===== config.mk =====
export PLATFORM = sky130hd
export DESIGN_NAME = redmule_streamer
export DESIGN_NICKNAME = d
export VERILOG_FILES = /design/src/common/streamer_pkg.sv /design/src/verilog/stream_fifo.sv /design/src/load/stream_source.sv /design/src/store/stream_sink.sv /design/src/verilog/ldst_mux.sv /design/src/verilog/redmule_streamer.sv
export SDC_FILE = /design/constraint.sdc
export NUM_CORES = 1
export LEC_CHECK = 0
export ABC_AREA = 0
export BUFFER_PORTS_ARGS = -buffer_cell sky130_fd_sc_hd__buf_4
export CORE_UTILIZATION = 55
export DETAILED_ROUTE_END_ITERATION = 10
export PLACE_DENSITY = 0.76
export SLEW_MARGIN = 10
export SYNTH_ARGS = -nofsm -noshare
export SYNTH_HDL_FRONTEND = slang
export SYNTH_SLANG_ARGS = --single-unit
export TNS_END_PERCENT = 10

===== constraint.sdc =====
create_clock -name clk_i -period 16.4 [get_ports clk_i]
set_input_delay 0 -clock clk_i [delete_from_list [all_inputs] [get_ports clk_i]]
set_output_delay 0 -clock clk_i [all_outputs]
set_load 0.1 [all_outputs]

===== src/common/streamer_pkg.sv =====
// ====================
// Streamer package
// Widths, buffer depths, channel ids and bus structs
// shared by the load/store streamer blocks
// ====================

package streamer_pkg;

  // Word and address widths
  localparam int unsigned DATA_W = 32;
  localparam int unsigned ADDR_W = 32;
  localparam int unsigned LEN_W  = 16;

  // Three load channels plus one store channel on the arbiter
  localparam int unsigned NUM_SOURCES = 3;
  localparam int unsigned NUM_PORTS   = 4;

  // Load buffer depth doubles as the read credit limit
  localparam int unsigned LOAD_FIFO_DEPTH  = 4;
  localparam int unsigned STORE_FIFO_DEPTH = 2;

  // Channel ids, also used as arbiter port indices
  localparam int unsigned X_ID = 0;
  localparam int unsigned W_ID = 1;
  localparam int unsigned Y_ID = 2;
  localparam int unsigned Z_ID = 3;

  // Memory request, wen high means read
  typedef struct packed {
    logic                  req;
    logic                  wen;
    logic [ADDR_W-1:0]     add;
    logic [DATA_W-1:0]     data;
    logic [DATA_W/8-1:0]   be;
  } mem_req_t;

  // Memory answer, r_valid one cycle after a granted read
  typedef struct packed {
    logic              gnt;
    logic              r_valid;
    logic [DATA_W-1:0] r_data;
  } mem_rsp_t;

  // Forward half of a stream, ready travels separately
  typedef struct packed {
    logic              valid;
    logic [DATA_W-1:0] data;
  } stream_t;

  // Per stream setup, stride is a byte step
  typedef struct packed {
    logic [ADDR_W-1:0] base_addr;
    logic [LEN_W-1:0]  length;
    logic [ADDR_W-1:0] stride;
  } stream_ctrl_t;

  typedef struct packed {
    logic         start;
    stream_ctrl_t x;
    stream_ctrl_t w;
    stream_ctrl_t y;
    stream_ctrl_t z;
  } ctrl_t;

  // Sticky done bits, one per channel
  typedef struct packed {
    logic x_done;
    logic w_done;
    logic y_done;
    logic z_done;
  } flags_t;

endpackage


===== src/verilog/stream_fifo.sv =====
`timescale 1ns/10ps
// ====================
// Stream FIFO
// Circular word buffer with occupancy count
// ====================

module stream_fifo #(
  parameter int unsigned DEPTH = 4
) (
  input  logic                             clk_i,
  input  logic                             arst_n_i,
  input  logic                             clear_i,
  input  logic                             push_i,
  input  logic [streamer_pkg::DATA_W-1:0]  data_i,
  output logic                             full_o,
  input  logic                             pop_i,
  output logic [streamer_pkg::DATA_W-1:0]  data_o,
  output logic                             empty_o,
  output logic [$clog2(DEPTH+1)-1:0]       count_o
);
  import streamer_pkg::*;

  localparam int unsigned PTR_W = (DEPTH > 1) ? $clog2(DEPTH) : 1;
  localparam int unsigned CNT_W = $clog2(DEPTH + 1);

  logic [DATA_W-1:0] mem_q [DEPTH];
  logic [PTR_W-1:0]  wr_ptr_q;
  logic [PTR_W-1:0]  rd_ptr_q;
  logic [CNT_W-1:0]  count_q;
  logic              do_push;
  logic              do_pop;

  // Refused pushes and empty pops are dropped here
  assign do_push = push_i && !full_o;
  assign do_pop  = pop_i && !empty_o;

  assign full_o  = (count_q == CNT_W'(DEPTH));
  assign empty_o = (count_q == '0);
  assign count_o = count_q;
  assign data_o  = mem_q[rd_ptr_q];

  always_ff @(posedge clk_i or negedge arst_n_i) begin
    if (!arst_n_i) begin
      wr_ptr_q <= '0;
      rd_ptr_q <= '0;
      count_q  <= '0;
    end else if (clear_i) begin
      wr_ptr_q <= '0;
      rd_ptr_q <= '0;
      count_q  <= '0;
    end else begin
      // Pointers wrap at DEPTH, which need not be a power of two
      if (do_push) begin
        wr_ptr_q <= (wr_ptr_q == PTR_W'(DEPTH - 1)) ? '0 : wr_ptr_q + 1'b1;
      end
      if (do_pop) begin
        rd_ptr_q <= (rd_ptr_q == PTR_W'(DEPTH - 1)) ? '0 : rd_ptr_q + 1'b1;
      end
      if (do_push && !do_pop) begin
        count_q <= count_q + 1'b1;
      end else if (!do_push && do_pop) begin
        count_q <= count_q - 1'b1;
      end
    end
  end

  // Storage array
  always_ff @(posedge clk_i) begin
    if (do_push) begin
      mem_q[wr_ptr_q] <= data_i;
    end
  end

endmodule


===== src/load/stream_source.sv =====
`timescale 1ns/10ps
// ====================
// Load stream source
// Strided memory reads into a buffered valid/ready stream
// Reads in flight are bounded by the buffer depth
// ====================

module stream_source (
  input  logic                            clk_i,
  input  logic                            arst_n_i,
  input  logic                            clear_i,
  input  logic                            start_i,
  input  streamer_pkg::stream_ctrl_t      ctrl_i,
  output streamer_pkg::mem_req_t          mem_req_o,
  input  logic                            mem_gnt_i,
  input  logic                            mem_rvalid_i,
  input  logic [streamer_pkg::DATA_W-1:0] mem_rdata_i,
  output streamer_pkg::stream_t           stream_o,
  input  logic                            stream_ready_i,
  output logic                            done_o
);
  import streamer_pkg::*;

  localparam int unsigned CNT_W = $clog2(LOAD_FIFO_DEPTH + 1);

  // Latched setup and running address
  logic [LEN_W-1:0]  len_q;
  logic [ADDR_W-1:0] stride_q;
  logic [ADDR_W-1:0] addr_q;

  logic              active_q;
  logic              done_q;
  logic [LEN_W-1:0]  req_cnt_q;
  logic [LEN_W-1:0]  out_cnt_q;
  logic [CNT_W-1:0]  inflight_q;

  logic [CNT_W-1:0]  fifo_cnt;
  logic [CNT_W:0]    used;
  logic              fifo_empty;
  logic [DATA_W-1:0] fifo_data;
  logic              issue;
  logic              grant;
  logic              pop;

  // Slots taken = reads still on the way + words already buffered
  assign used  = inflight_q + fifo_cnt;
  assign issue = active_q && (req_cnt_q != len_q) && (used < LOAD_FIFO_DEPTH);
  assign grant = issue && mem_gnt_i;
  assign pop   = stream_o.valid && stream_ready_i;

  // Read request, fields stay put until granted
  always_comb begin
    mem_req_o     = '0;
    mem_req_o.req = issue;
    mem_req_o.wen = 1'b1;
    mem_req_o.add = addr_q;
    mem_req_o.be  = '1;
  end

  always_ff @(posedge clk_i or negedge arst_n_i) begin
    if (!arst_n_i) begin
      active_q   <= 1'b0;
      done_q     <= 1'b0;
      req_cnt_q  <= '0;
      out_cnt_q  <= '0;
      inflight_q <= '0;
    end else if (clear_i) begin
      active_q   <= 1'b0;
      done_q     <= 1'b0;
      req_cnt_q  <= '0;
      out_cnt_q  <= '0;
      inflight_q <= '0;
    end else begin
      if (start_i) begin
        // Zero length finishes at once
        active_q  <= (ctrl_i.length != '0);
        done_q    <= (ctrl_i.length == '0);
        req_cnt_q <= '0;
        out_cnt_q <= '0;
      end else begin
        if (grant) begin
          req_cnt_q <= req_cnt_q + 1'b1;
        end
        if (pop && active_q) begin
          out_cnt_q <= out_cnt_q + 1'b1;
          // Last word left on the stream
          if (out_cnt_q == len_q - 1'b1) begin
            active_q <= 1'b0;
            done_q   <= 1'b1;
          end
        end
      end
      // Grant adds a read in flight, its response moves it into the buffer
      if (grant && !mem_rvalid_i) begin
        inflight_q <= inflight_q + 1'b1;
      end else if (!grant && mem_rvalid_i) begin
        inflight_q <= inflight_q - 1'b1;
      end
    end
  end

  always_ff @(posedge clk_i) begin
    if (start_i) begin
      len_q    <= ctrl_i.length;
      stride_q <= ctrl_i.stride;
      addr_q   <= ctrl_i.base_addr;
    end else if (grant) begin
      addr_q <= addr_q + stride_q;
    end
  end

  // Response buffer, credits keep it from overflowing
  stream_fifo #(
    .DEPTH ( LOAD_FIFO_DEPTH )
  ) i_resp_fifo (
    .clk_i    ( clk_i        ),
    .arst_n_i ( arst_n_i     ),
    .clear_i  ( clear_i      ),
    .push_i   ( mem_rvalid_i ),
    .data_i   ( mem_rdata_i  ),
    .full_o   (              ),
    .pop_i    ( pop          ),
    .data_o   ( fifo_data    ),
    .empty_o  ( fifo_empty   ),
    .count_o  ( fifo_cnt     )
  );

  assign stream_o.valid = !fifo_empty;
  assign stream_o.data  = fifo_data;
  assign done_o         = done_q;

endmodule


===== src/store/stream_sink.sv =====
`timescale 1ns/10ps
// ====================
// Store stream sink
// Buffers the incoming stream and writes each word
// to strided memory addresses
// ====================

module stream_sink (
  input  logic                       clk_i,
  input  logic                       arst_n_i,
  input  logic                       clear_i,
  input  logic                       start_i,
  input  streamer_pkg::stream_ctrl_t ctrl_i,
  input  streamer_pkg::stream_t      stream_i,
  output logic                       stream_ready_o,
  output streamer_pkg::mem_req_t     mem_req_o,
  input  logic                       mem_gnt_i,
  output logic                       done_o
);
  import streamer_pkg::*;

  logic [LEN_W-1:0]  len_q;
  logic [ADDR_W-1:0] stride_q;
  logic [ADDR_W-1:0] addr_q;

  logic              active_q;
  logic              done_q;
  logic [LEN_W-1:0]  wr_cnt_q;

  logic              fifo_full;
  logic              fifo_empty;
  logic [DATA_W-1:0] fifo_data;
  logic              push;
  logic              issue;
  logic              grant;

  // Input side only stalls on a full buffer
  assign stream_ready_o = !fifo_full;
  assign push           = stream_i.valid && stream_ready_o;

  // Head word goes out as a write until granted
  assign issue = active_q && !fifo_empty && (wr_cnt_q != len_q);
  assign grant = issue && mem_gnt_i;

  always_comb begin
    mem_req_o      = '0;
    mem_req_o.req  = issue;
    mem_req_o.wen  = 1'b0;
    mem_req_o.add  = addr_q;
    mem_req_o.data = fifo_data;
    mem_req_o.be   = '1;
  end

  always_ff @(posedge clk_i or negedge arst_n_i) begin
    if (!arst_n_i) begin
      active_q <= 1'b0;
      done_q   <= 1'b0;
      wr_cnt_q <= '0;
    end else if (clear_i) begin
      active_q <= 1'b0;
      done_q   <= 1'b0;
      wr_cnt_q <= '0;
    end else if (start_i) begin
      active_q <= (ctrl_i.length != '0);
      done_q   <= (ctrl_i.length == '0);
      wr_cnt_q <= '0;
    end else if (grant) begin
      wr_cnt_q <= wr_cnt_q + 1'b1;
      // Write of the last word accepted by memory
      if (wr_cnt_q == len_q - 1'b1) begin
        active_q <= 1'b0;
        done_q   <= 1'b1;
      end
    end
  end

  always_ff @(posedge clk_i) begin
    if (start_i) begin
      len_q    <= ctrl_i.length;
      stride_q <= ctrl_i.stride;
      addr_q   <= ctrl_i.base_addr;
    end else if (grant) begin
      addr_q <= addr_q + stride_q;
    end
  end

  // Z input buffer, popped on each granted write
  stream_fifo #(
    .DEPTH ( STORE_FIFO_DEPTH )
  ) i_store_fifo (
    .clk_i    ( clk_i         ),
    .arst_n_i ( arst_n_i      ),
    .clear_i  ( clear_i       ),
    .push_i   ( push          ),
    .data_i   ( stream_i.data ),
    .full_o   ( fifo_full     ),
    .pop_i    ( grant         ),
    .data_o   ( fifo_data     ),
    .empty_o  ( fifo_empty    ),
    .count_o  (               )
  );

  assign done_o = done_q;

endmodule


===== src/verilog/ldst_mux.sv =====
`timescale 1ns/10ps
// ====================
// Load/store arbiter
// Round-robin merge of four requestors on one memory port
// Read responses routed back to their owner
// ====================

module ldst_mux (
  input  logic                                                 clk_i,
  input  logic                                                 arst_n_i,
  input  logic                                                 clear_i,
  input  streamer_pkg::mem_req_t [streamer_pkg::NUM_PORTS-1:0] req_i,
  output logic [streamer_pkg::NUM_PORTS-1:0]                   gnt_o,
  output logic [streamer_pkg::NUM_PORTS-1:0]                   rvalid_o,
  output logic [streamer_pkg::DATA_W-1:0]                      rdata_o,
  output streamer_pkg::mem_req_t                               mem_req_o,
  input  streamer_pkg::mem_rsp_t                               mem_rsp_i
);
  import streamer_pkg::*;

  localparam int unsigned IDX_W = $clog2(NUM_PORTS);

  logic [IDX_W-1:0] ptr_q;
  logic [IDX_W-1:0] cand;
  logic [IDX_W-1:0] win_idx;
  logic [IDX_W-1:0] next_ptr;
  logic             win_valid;
  logic             win_gnt;

  // Owner of the read granted last cycle
  logic             rd_valid_q;
  logic [IDX_W-1:0] rd_idx_q;

  // First requestor at or after the pointer wins
  always_comb begin
    win_valid = 1'b0;
    win_idx   = ptr_q;
    cand      = ptr_q;
    for (int unsigned off = 0; off < NUM_PORTS; off++) begin
      cand = IDX_W'((ptr_q + off) % NUM_PORTS);
      if (!win_valid && req_i[cand].req) begin
        win_valid = 1'b1;
        win_idx   = cand;
      end
    end
  end

  // Only the winner reaches memory
  assign mem_req_o = win_valid ? req_i[win_idx] : '0;
  assign win_gnt   = win_valid && mem_rsp_i.gnt;
  assign next_ptr  = (win_idx == IDX_W'(NUM_PORTS - 1)) ? '0 : win_idx + 1'b1;

  always_comb begin
    for (int unsigned p = 0; p < NUM_PORTS; p++) begin
      gnt_o[p]    = win_gnt && (win_idx == IDX_W'(p));
      rvalid_o[p] = rd_valid_q && mem_rsp_i.r_valid && (rd_idx_q == IDX_W'(p));
    end
  end

  // Read data is shared, rvalid_o picks the owner
  assign rdata_o = mem_rsp_i.r_data;

  always_ff @(posedge clk_i or negedge arst_n_i) begin
    if (!arst_n_i) begin
      ptr_q      <= '0;
      rd_valid_q <= 1'b0;
    end else if (clear_i) begin
      ptr_q      <= '0;
      rd_valid_q <= 1'b0;
    end else begin
      if (win_gnt) begin
        ptr_q <= next_ptr;
      end
      rd_valid_q <= win_gnt && req_i[win_idx].wen;
    end
  end

  always_ff @(posedge clk_i) begin
    if (win_gnt) begin
      rd_idx_q <= win_idx;
    end
  end

endmodule


===== src/verilog/redmule_streamer.sv =====
`timescale 1ns/10ps
// ====================
// Streamer top level
// X/W/Y load sources and Z store sink sharing one memory port
// ====================

module redmule_streamer (
  input  logic                   clk_i,
  input  logic                   arst_n_i,
  input  logic                   clear_i,
  input  streamer_pkg::ctrl_t    ctrl_i,
  output streamer_pkg::flags_t   flags_o,
  output streamer_pkg::stream_t  x_stream_o,
  output streamer_pkg::stream_t  w_stream_o,
  output streamer_pkg::stream_t  y_stream_o,
  input  logic                   x_ready_i,
  input  logic                   w_ready_i,
  input  logic                   y_ready_i,
  input  streamer_pkg::stream_t  z_stream_i,
  output logic                   z_ready_o,
  output streamer_pkg::mem_req_t mem_req_o,
  input  streamer_pkg::mem_rsp_t mem_rsp_i
);
  import streamer_pkg::*;

  // Per load channel vectors, indexed by channel id
  stream_ctrl_t [NUM_SOURCES-1:0] src_ctrl;
  stream_t      [NUM_SOURCES-1:0] src_stream;
  logic         [NUM_SOURCES-1:0] src_ready;
  logic         [NUM_SOURCES-1:0] src_done;
  logic                           z_done;

  // Arbiter ports, loads first then the store
  mem_req_t     [NUM_PORTS-1:0]   port_req;
  logic         [NUM_PORTS-1:0]   port_gnt;
  logic         [NUM_PORTS-1:0]   port_rvalid;
  logic         [DATA_W-1:0]      mem_rdata;

  assign src_ctrl[X_ID]  = ctrl_i.x;
  assign src_ctrl[W_ID]  = ctrl_i.w;
  assign src_ctrl[Y_ID]  = ctrl_i.y;
  assign src_ready[X_ID] = x_ready_i;
  assign src_ready[W_ID] = w_ready_i;
  assign src_ready[Y_ID] = y_ready_i;

  for (genvar i = 0; i < NUM_SOURCES; i++) begin : gen_sources
    stream_source i_source (
      .clk_i          ( clk_i          ),
      .arst_n_i       ( arst_n_i       ),
      .clear_i        ( clear_i        ),
      .start_i        ( ctrl_i.start   ),
      .ctrl_i         ( src_ctrl[i]    ),
      .mem_req_o      ( port_req[i]    ),
      .mem_gnt_i      ( port_gnt[i]    ),
      .mem_rvalid_i   ( port_rvalid[i] ),
      .mem_rdata_i    ( mem_rdata      ),
      .stream_o       ( src_stream[i]  ),
      .stream_ready_i ( src_ready[i]   ),
      .done_o         ( src_done[i]    )
    );
  end

  // Store channel, Z stream into memory
  stream_sink i_sink (
    .clk_i          ( clk_i          ),
    .arst_n_i       ( arst_n_i       ),
    .clear_i        ( clear_i        ),
    .start_i        ( ctrl_i.start   ),
    .ctrl_i         ( ctrl_i.z       ),
    .stream_i       ( z_stream_i     ),
    .stream_ready_o ( z_ready_o      ),
    .mem_req_o      ( port_req[Z_ID] ),
    .mem_gnt_i      ( port_gnt[Z_ID] ),
    .done_o         ( z_done         )
  );

  ldst_mux i_ldst_mux (
    .clk_i     ( clk_i       ),
    .arst_n_i  ( arst_n_i    ),
    .clear_i   ( clear_i     ),
    .req_i     ( port_req    ),
    .gnt_o     ( port_gnt    ),
    .rvalid_o  ( port_rvalid ),
    .rdata_o   ( mem_rdata   ),
    .mem_req_o ( mem_req_o   ),
    .mem_rsp_i ( mem_rsp_i   )
  );

  assign x_stream_o     = src_stream[X_ID];
  assign w_stream_o     = src_stream[W_ID];
  assign y_stream_o     = src_stream[Y_ID];

  // Gather done bits
  assign flags_o.x_done = src_done[X_ID];
  assign flags_o.w_done = src_done[W_ID];
  assign flags_o.y_done = src_done[Y_ID];
  assign flags_o.z_done = z_done;

endmodule


---- After elaboration in Yosys (flattened, before gate mapping) ----
Memory sizes are Yosys's and may differ from the RTL's.
Index checks and enable logic that the tools add are counted.
word-level totals
  memory bits (read-only) ................. 0
  memories kept ........................... 4
  RAM bits ................................ 448
  word-level logic and storage cells ...... 388
  output and inout bits ................... 174
  latch bits .............................. 0
  register bits after elaboration ......... 479
operators by class
  $lt $le $gt $ge ......................... 8
  reduce and logical (&&, ||, !) cells .... 128
  divide/modulo/power cells ............... 0
  shift operators ......................... 0
  add/sub/neg operators ................... 44
  bitwise gates (word level) .............. 0
  equality and inequality tests ........... 23
  multiplexer cells ....................... 136
  $mul .................................... 0
memories
  name                                       depth  bits a word  read ports  clocked after Yosys merged registers in  write ports  line               text
  gen_sources[0].i_source.i_resp_fifo.mem_q  4      32           1           0                                        1            stream_fifo.sv:26  logic [DATA_W-1:0] mem_q [DEPTH];
  gen_sources[1].i_source.i_resp_fifo.mem_q  4      32           1           0                                        1            stream_fifo.sv:26
  gen_sources[2].i_source.i_resp_fifo.mem_q  4      32           1           0                                        1            stream_fifo.sv:26
  i_sink.i_store_fifo.mem_q                  2      32           1           0                                        1            stream_fifo.sv:26
operators by type and width
  kind                                                                   count
  70-bit binary-select mux with 2-bit select                             5
  70-bit two-way mux                                                     6
  16-bit two-way mux                                                     21
  32-bit two-way mux                                                     8
  32-bit adder                                                           4
  16-bit by 1-bit adder with 16-bit output (second input constant)       7
  16-bit == test                                                         4
  16-bit logical NOT                                                     4
  16-bit inequality test                                                 4
  16-bit nonzero test                                                    4
  16-bit by 1-bit subtractor with 16-bit output (second input constant)  4
  1-bit logical AND                                                      54
  2-bit two-way mux                                                      27
  3-bit two-way mux                                                      18
  3-bit nonzero test                                                     18
  1-bit two-way mux                                                      51
  2-bit nonzero test                                                     13
  1-bit logical NOT                                                      25
  2-bit == test (second input constant)                                  10
  2-bit by 1-bit adder with 2-bit output (second input constant)         9
  3-bit by 1-bit adder with 3-bit output (second input constant)         6
  3-bit by 1-bit subtractor with 3-bit output (second input constant)    6
  2-bit by 3-bit < comparator with 1-bit output (second input constant)  5
  3-bit by 3-bit adder with 4-bit output                                 3
  9 further kinds                                                        23

---- Depth between registers and ports, before layout ----
  depth in word-level cells ............... 24
  depth in mapped cells ................... 20
  gate-level depth less buffers ........... 17

---- Cells and area by module ----
From an unflattened synthesis, not the netlist that was laid out.
unflattened totals
  cell total of the unflattened synthesis .. 3952
  area total of the unflattened synthesis .. 49129.6 um^2
by module, submodules not included
  module                                                 sequential area each (um^2)  cells each  area an instance (um^2)  instances
  stream_source (gen_sources[1].i_source ...)            3328.2                       736         7343.3                   2
  stream_fifo (gen_sources[1].i_source.i_resp_fifo ...)  4018.9                       229         5181.2                   2
  stream_source (gen_sources[0].i_source)                3328.2                       725         7285.7                   1
  stream_sink                                            2852.7                       609         6167.2                   1
  stream_fifo (gen_sources[0].i_source.i_resp_fifo)      4018.9                       230         5211.2                   1
  ldst_mux                                               135.1                        333         2895.3                   1
  stream_fifo (i_sink.i_store_fifo)                      2021.9                       124         2513.7                   1
  redmule_streamer                                       0.0                          1           7.5                      1

---- Least setup slack after synthesis ----
OpenSTA, ideal clock, no wires.
  path type ............................... register to register
  start point ............................. register i_sink.len_q[8]
  end point ............................... register gen_sources[2].i_source.addr_q[0] (enable)
  library setup time ...................... 0.466 ns
  data required time ...................... 15.934 ns
  setup slack ............................. 11.209 ns
  arrival time ............................ 4.725 ns
  period minus slack after synthesis ...... 5.191 ns
  cell stages (with the launch flop) ...... 13
  path through ............................ edfxtp_1 xor2_1 or4_4 nor2_4 a31oi_4 or2_1 o21ai_1 a221oi_4 buf_4 inv_1 ha_1 nand2_1 o21ai_0
on the way
  word-level cells in the longest chain between the ends .. 18
  elaborated cells between the ends (all ways) .. 28
  those cells by class .................... eq/ne: 2; mux: 15; reduce/logical: 11
ends and longest elaborated chain
  element                                     line                  text
  start, declared                             stream_sink.sv:22     logic [LEN_W-1:0] len_q;
  start signal, assigned                      stream_sink.sv:79     len_q <= ctrl_i.length;
  16-bit inequality test *                    stream_sink.sv:42     assign issue = active_q && !fifo_empty && (wr_cnt_q != len_q);
  1-bit logical AND *                         stream_sink.sv:42
  70-bit binary-select mux with 2-bit select  ldst_mux.sv:41        if (!win_valid && req_i[cand].req) begin
  70-bit two-way mux (not written as such)    ldst_mux.sv:41
  1-bit two-way mux                           ldst_mux.sv:41
  1-bit logical NOT                           ldst_mux.sv:41
  1-bit logical AND                           ldst_mux.sv:41
  1-bit two-way mux                           ldst_mux.sv:41
  [... 3 more ...]                            n/a
  1-bit logical NOT                           ldst_mux.sv:41
  1-bit logical AND                           ldst_mux.sv:41
  2-bit two-way mux *                         ldst_mux.sv:41
  net i_ldst_mux.win_idx[0]                   ldst_mux.sv:25        logic [IDX_W-1:0] win_idx;
  2-bit == test *                             ldst_mux.sv:55        gnt_o[p] = win_gnt && (win_idx == IDX_W'(p));
  1-bit logical AND *                         ldst_mux.sv:55
  1-bit logical AND *                         stream_source.sv:48   assign grant = issue && mem_gnt_i;
  2-bit nonzero test (no source line) *       n/a
  end signal, assigned                        stream_source.sv:106  addr_q <= ctrl_i.base_addr;
  end signal, assigned                        stream_source.sv:108  addr_q <= addr_q + stride_q;
  end, declared                               stream_source.sv:29   logic [ADDR_W-1:0] addr_q;
Mark *: on every way through the listed nets, which the timed path passes. The rest lies on a longest branch. The select of a mux whose other input is x is not followed.
A chain may end at the register's enable or synchronous reset.

---- Worst setup path after layout ----
  start point ............................. register gen_sources[0].i_source.addr_q[0]
  end point ............................... register gen_sources[0].i_source.addr_q[30], data pin
on the way
  word-level cells in the longest chain between the ends .. 3
ends and longest elaborated chain
  element                 line                  text
  start, declared         stream_source.sv:29
  start signal, assigned  stream_source.sv:106
  start signal, assigned  stream_source.sv:108
  32-bit adder            stream_source.sv:108
  32-bit two-way mux      stream_source.sv:107  end else if (grant) begin
  32-bit two-way mux      stream_source.sv:103  if (start_i) begin
Every way passes these cells. The select of a mux whose other input is x is not followed.

==> flow_metrics.env <==
export IMPL_tritoncts_num_buffers=96
export IMPL_postSynthRegisterBits=927
export IMPL_grt_use_met1_pct=38.63
export IMPL_layout_cells_sized_above_1_pct=20.31
export IMPL_post_synth_main_area_contributors="sky130_fd_sc_hd__edfxtp_1, sky130_fd_sc_hd__dfrtp_1, sky130_fd_sc_hd__mux4_2"
export IMPL_cts_htree_levels=3
export IMPL_worst_setup_path_type="flip-flop to flip-flop"
export IMPL_timing_critical_path_from_type="flip-flop"
export IMPL_cts_sink_count=927
export IMPL_synth_edf_count=770
export IMPL_final_min_period_over_clock_period_pct=29.95
export IMPL_hold_viol_final=0
export IMPL_cp_data_required_time_ns=16.77
export IMPL_die_h_um=288.9
export IMPL_outcome="completed"
export IMPL_path_clk_slew_ns=0.07
export IMPL_timing_critical_path_cells="ha_1 -> inv_1 -> fa_1 -> nand2b_1 -> a211oi_1 -> nor2_1 -> o221ai_1 -> a21oi_1 -> a211oi_1 -> a31oi_1 -> xor2_1 -> o21ai_1 -> dlygate4sd3_1"
export IMPL_power_combinational_fraction_pct=36.3
export IMPL_place_hpwl_um=85940
export IMPL_power_static_leakage_nw=22.32
export IMPL_gp_routability_congestion=0.9361
export IMPL_vdd_ir_drop_max_uv=159.9
export IMPL_number_of_antenna_violations_at_the_first_check_in_global_routing=9
export IMPL_groute_layer_met3_usage_pct=5.913
export IMPL_report_power_total_mw=8.140
export IMPL_worst_slew_margin_pct=25.50
export IMPL_placement_io_buffers=567
export IMPL_row_count=104
export IMPL_synth_cell_type_count=89
export IMPL_top_level_ports=568
export IMPL_transition_time_of_the_tightest_slew_check_pin_ns=1.100
export IMPL_worst_path_max_stage_delay_ns=0.67
export IMPL_grtUsageTotal_pct=32.19
export IMPL_start_util_pct=55.93
export IMPL_synthDominantCellAreaShare_pct=51.08
export IMPL_clk_root_buffer_cell="sky130_fd_sc_hd__clkbuf_16"
export IMPL_nFillCells=5134
export IMPL_swShare_pct=38.71
export IMPL_core_area_um2=80940
export IMPL_total_switching_power_mw=3.151
export IMPL_grt_most_used_layer="met2"
export IMPL_insertion_delay_ns=0.72
export IMPL_clk_path_buf_depth=3
export IMPL_yosysSeqAreaShare_pct=59.75
export IMPL_combined_area_of_all_synthesized_cells_um2=45270
export IMPL_synth_cells=3452
export IMPL_clock_tree_from_tritoncts="built"
export IMPL_flow_area_growth_from_synthesis_pct=28.64
export IMPL_fin_tns_setup_ns=0
export IMPL_netlist_top_cells_count="sky130_fd_sc_hd__edfxtp_1, sky130_fd_sc_hd__nor2_1, sky130_fd_sc_hd__nand2_1, sky130_fd_sc_hd__xor2_1, sky130_fd_sc_hd__o21ai_0"
export IMPL_worstPathBufferInverterCount=2
export IMPL_antenna_left=0
export IMPL_drc=0
export IMPL_synth_main_ff_cell="sky130_fd_sc_hd__edfxtp_1"
export IMPL_finish_utilization_pct=71.95
export IMPL_wl_per_cell_um=24.29
export IMPL_clock_skew_ns=0.07612
export IMPL_data_arrival_at_the_endpoint_of_the_critical_path_ns=5.29
export IMPL_route_vias_total=33800
export IMPL_detailedRoute_firstIterationViolations=3263
export IMPL_grt_met2_usage_pct=55.12
export IMPL_cap_violations=0
export IMPL_post_synth_top_count_cell="sky130_fd_sc_hd__edfxtp_1"
export IMPL_drv_slew=0
export IMPL_viasPerCell=6.043
export IMPL_die_w_um=288.9
export IMPL_grt_first_pass_wirelength_um=201100
export IMPL_yosysTopAreaCell="sky130_fd_sc_hd__edfxtp_1"
export IMPL_cts_resized=0
export IMPL_nNetsFinal=5008
export IMPL_timing_critical_path_fanout_max=4
export IMPL_synth_area_per_cell_um2=13.11
export IMPL_synth_async_reset_ratio_pct=16.94
export IMPL_critical_path_slowest_cell="sky130_fd_sc_hd__o221ai_1"
export IMPL_share_seq_of_total_power_pct=35.1
export IMPL_worst_hold_path_type="primary input to flip-flop"
export IMPL_postSynthNetCount=4016
export IMPL_cp_end_kind="flip-flop"
export IMPL_rsz_0062_raised_after_global_routing="no"
export IMPL_cpMostUsedCell="sky130_fd_sc_hd__a211oi_1"
export IMPL_layout_min_cycle_time_ns=4.911
export IMPL_power_per_cell_area_nw_per_um2=139.8
export IMPL_pwr_share_clk_pct=28.6
export IMPL_die_area_um2=83460
export IMPL_power_internal_mw=4.989
export IMPL_pin_count_of_the_biggest_net_entering_global_routing=172
export IMPL_synthesis_yosys_warnings=0
export IMPL_wirelength_um=135900
export IMPL_overflow_after_grt=0
export IMPL_setup_viol=0
export IMPL_critPathTopFamily="compound AO/OA/AOI/OAI gates"
export IMPL_max_freq_mhz=203.6
export IMPL_grt_pass1_vias=34280
export IMPL_drt_first_pass_iters=6
[layout make-up]
class,count,area [um^2],share of cell area (%)
Tap cell,1060,1326,2.277
Sequential cell,927,27060,46.46
Inverter,88,330.3,0.5672
Multi-Input combinational cell,2308,17360,29.81
Clock inverter,61,834.6,1.433
Antenna cell,8,20.02,0.03438
Timing Repair Buffer,1023,8765,15.05
Clock buffer,118,2545,4.370
[cells in the final DEF, fill, tap and decap left out, drive strengths merged, types with 46 or more instances in the layout]
master and count:
edfxtp 770, buf 604, dlygate4sd3 419, nor2 287
nand2 268, o21ai 198, xor2 182, ha 160
dfrtp 157, xnor2 156, a21oi 139, mux4 128
clkbuf 118, inv 92, nand3 84, nor3 66
and3 53, and2 53, mux2i 46, a21o 46
[cells by family (layout without fill, tap and decap cells)]
family | count (synthesis) | after routing | share of synthesized area, %
xor+xnor | 338 | 338 | 6.539
simple gates | 1019 | 1019 | 10.87
flops | 927 | 927 | 59.75
mux | 180 | 180 | 7.534
fa+ha+maj | 170 | 170 | 4.864
compound gates | 601 | 601 | 8.460
buf+inv | 217 | 1290 | 1.979
other cells | 0 | 8 | 0
[final timing paths]
kind | from | to | slack [ns] | cells past startpoint
max | gen_sources[0].i_source.addr_q[0] | gen_sources[0].i_source.addr_q[30] | 11.49 | 13
min | ctrl_i[262] | gen_sources[0].i_source.stride_q[22] | 0.05 | 2
max reg2reg | gen_sources[0].i_source.addr_q[0] | gen_sources[0].i_source.addr_q[30] | 11.49 | 13
min reg2reg | i_sink.done_o | i_sink.done_o | 0.54 | 2
max in group asynchronous | arst_n_i | gen_sources[0].i_source.active_q | 14.63 | 4
min in group asynchronous | arst_n_i | gen_sources[0].i_source.inflight_q[2] | 0.42 | 3
[through the flow]
stage | setup slack [ns] | cell area, um^2 | instances | hold WS [ns]
after detailed placement | 11.56 | 50620 | 4986 | 0.1413
after global placement | 11.68 | 50620 | 4986 | 0.1285
final | 11.49 | 58240 | 5593 | 0.04767
after CTS | 11.50 | 58220 | 5585 | 0.01031
after global routing | 11.03 | 58220 | 5588 | 0.03946
after floorplan | 11.21 | 45270 | 3452 | -0.2956
[flip-flops by register name, summed over array words and instances, names as in the netlist, 2 cells and up]
name	flops
i_sink.wr_cnt_q	16
gen_sources.i_source.i_resp_fifo.mem_q	384
gen_sources.i_source.i_resp_fifo.count_o	9
i_sink.len_q	16
gen_sources.i_source.stride_q	96
i_ldst_mux.ptr_q	2
gen_sources.i_source.active_q	3
i_sink.i_store_fifo.count_o	2
i_ldst_mux.rd_idx_q	2
gen_sources.i_source.len_q	48
gen_sources.i_source.i_resp_fifo.rd_ptr_q	6
gen_sources.i_source.out_cnt_q	48
gen_sources.i_source.addr_q	96
gen_sources.i_source.inflight_q	9
gen_sources.i_source.done_o	3
gen_sources.i_source.req_cnt_q	48
gen_sources.i_source.i_resp_fifo.wr_ptr_q	6
i_sink.i_store_fifo.mem_q	64
i_sink.stride_q	32
i_sink.addr_q	32
[power by group through the flow]
stage	Sequential [mW]	Clock (mW)	Combinational, mW
6_report	2.86	2.33	2.96
4_1_cts	2.85	2.34	2.91
3_5_place_dp	2.90	0	2.78
2_1_floorplan	2.84	0	2.13
5_1_grt	2.87	2.43	3.09
3_3_place_gp	2.89	0	2.76
[metal layers]
| metal | wire length, um | up-vias |
|---|---|---|
| li1 | - | 14970 |
| met1 | 49420 | 16640 |
| met2 | 67860 | 1712 |
| met3 | 10460 | 464 |
| met4 | 8032 | 14 |
| met5 | 94 | - |
[worst register-to-register path, stage by stage, from the launching register on]
cell and delay (ns):
sky130_fd_sc_hd__edfxtp_1 0.45, sky130_fd_sc_hd__ha_1 0.26, sky130_fd_sc_hd__inv_1 0.09, sky130_fd_sc_hd__fa_1 0.42, sky130_fd_sc_hd__nand2b_1 0.22, sky130_fd_sc_hd__a211oi_1 0.42
sky130_fd_sc_hd__nor2_1 0.10, sky130_fd_sc_hd__o221ai_1 0.67, sky130_fd_sc_hd__a21oi_1 0.34, sky130_fd_sc_hd__a211oi_1 0.50, sky130_fd_sc_hd__a31oi_1 0.18, sky130_fd_sc_hd__xor2_1 0.28
sky130_fd_sc_hd__o21ai_1 0.11, sky130_fd_sc_hd__dlygate4sd3_1 0.61
[timing repair]
action / 4_1_cts / 5_1_grt
endpoints found under the hold margin: 945 / 0
hold buffers: 420 / 0
setup buffers: 0 / 0
Note: power is estimated with default switching activity, not from simulation.
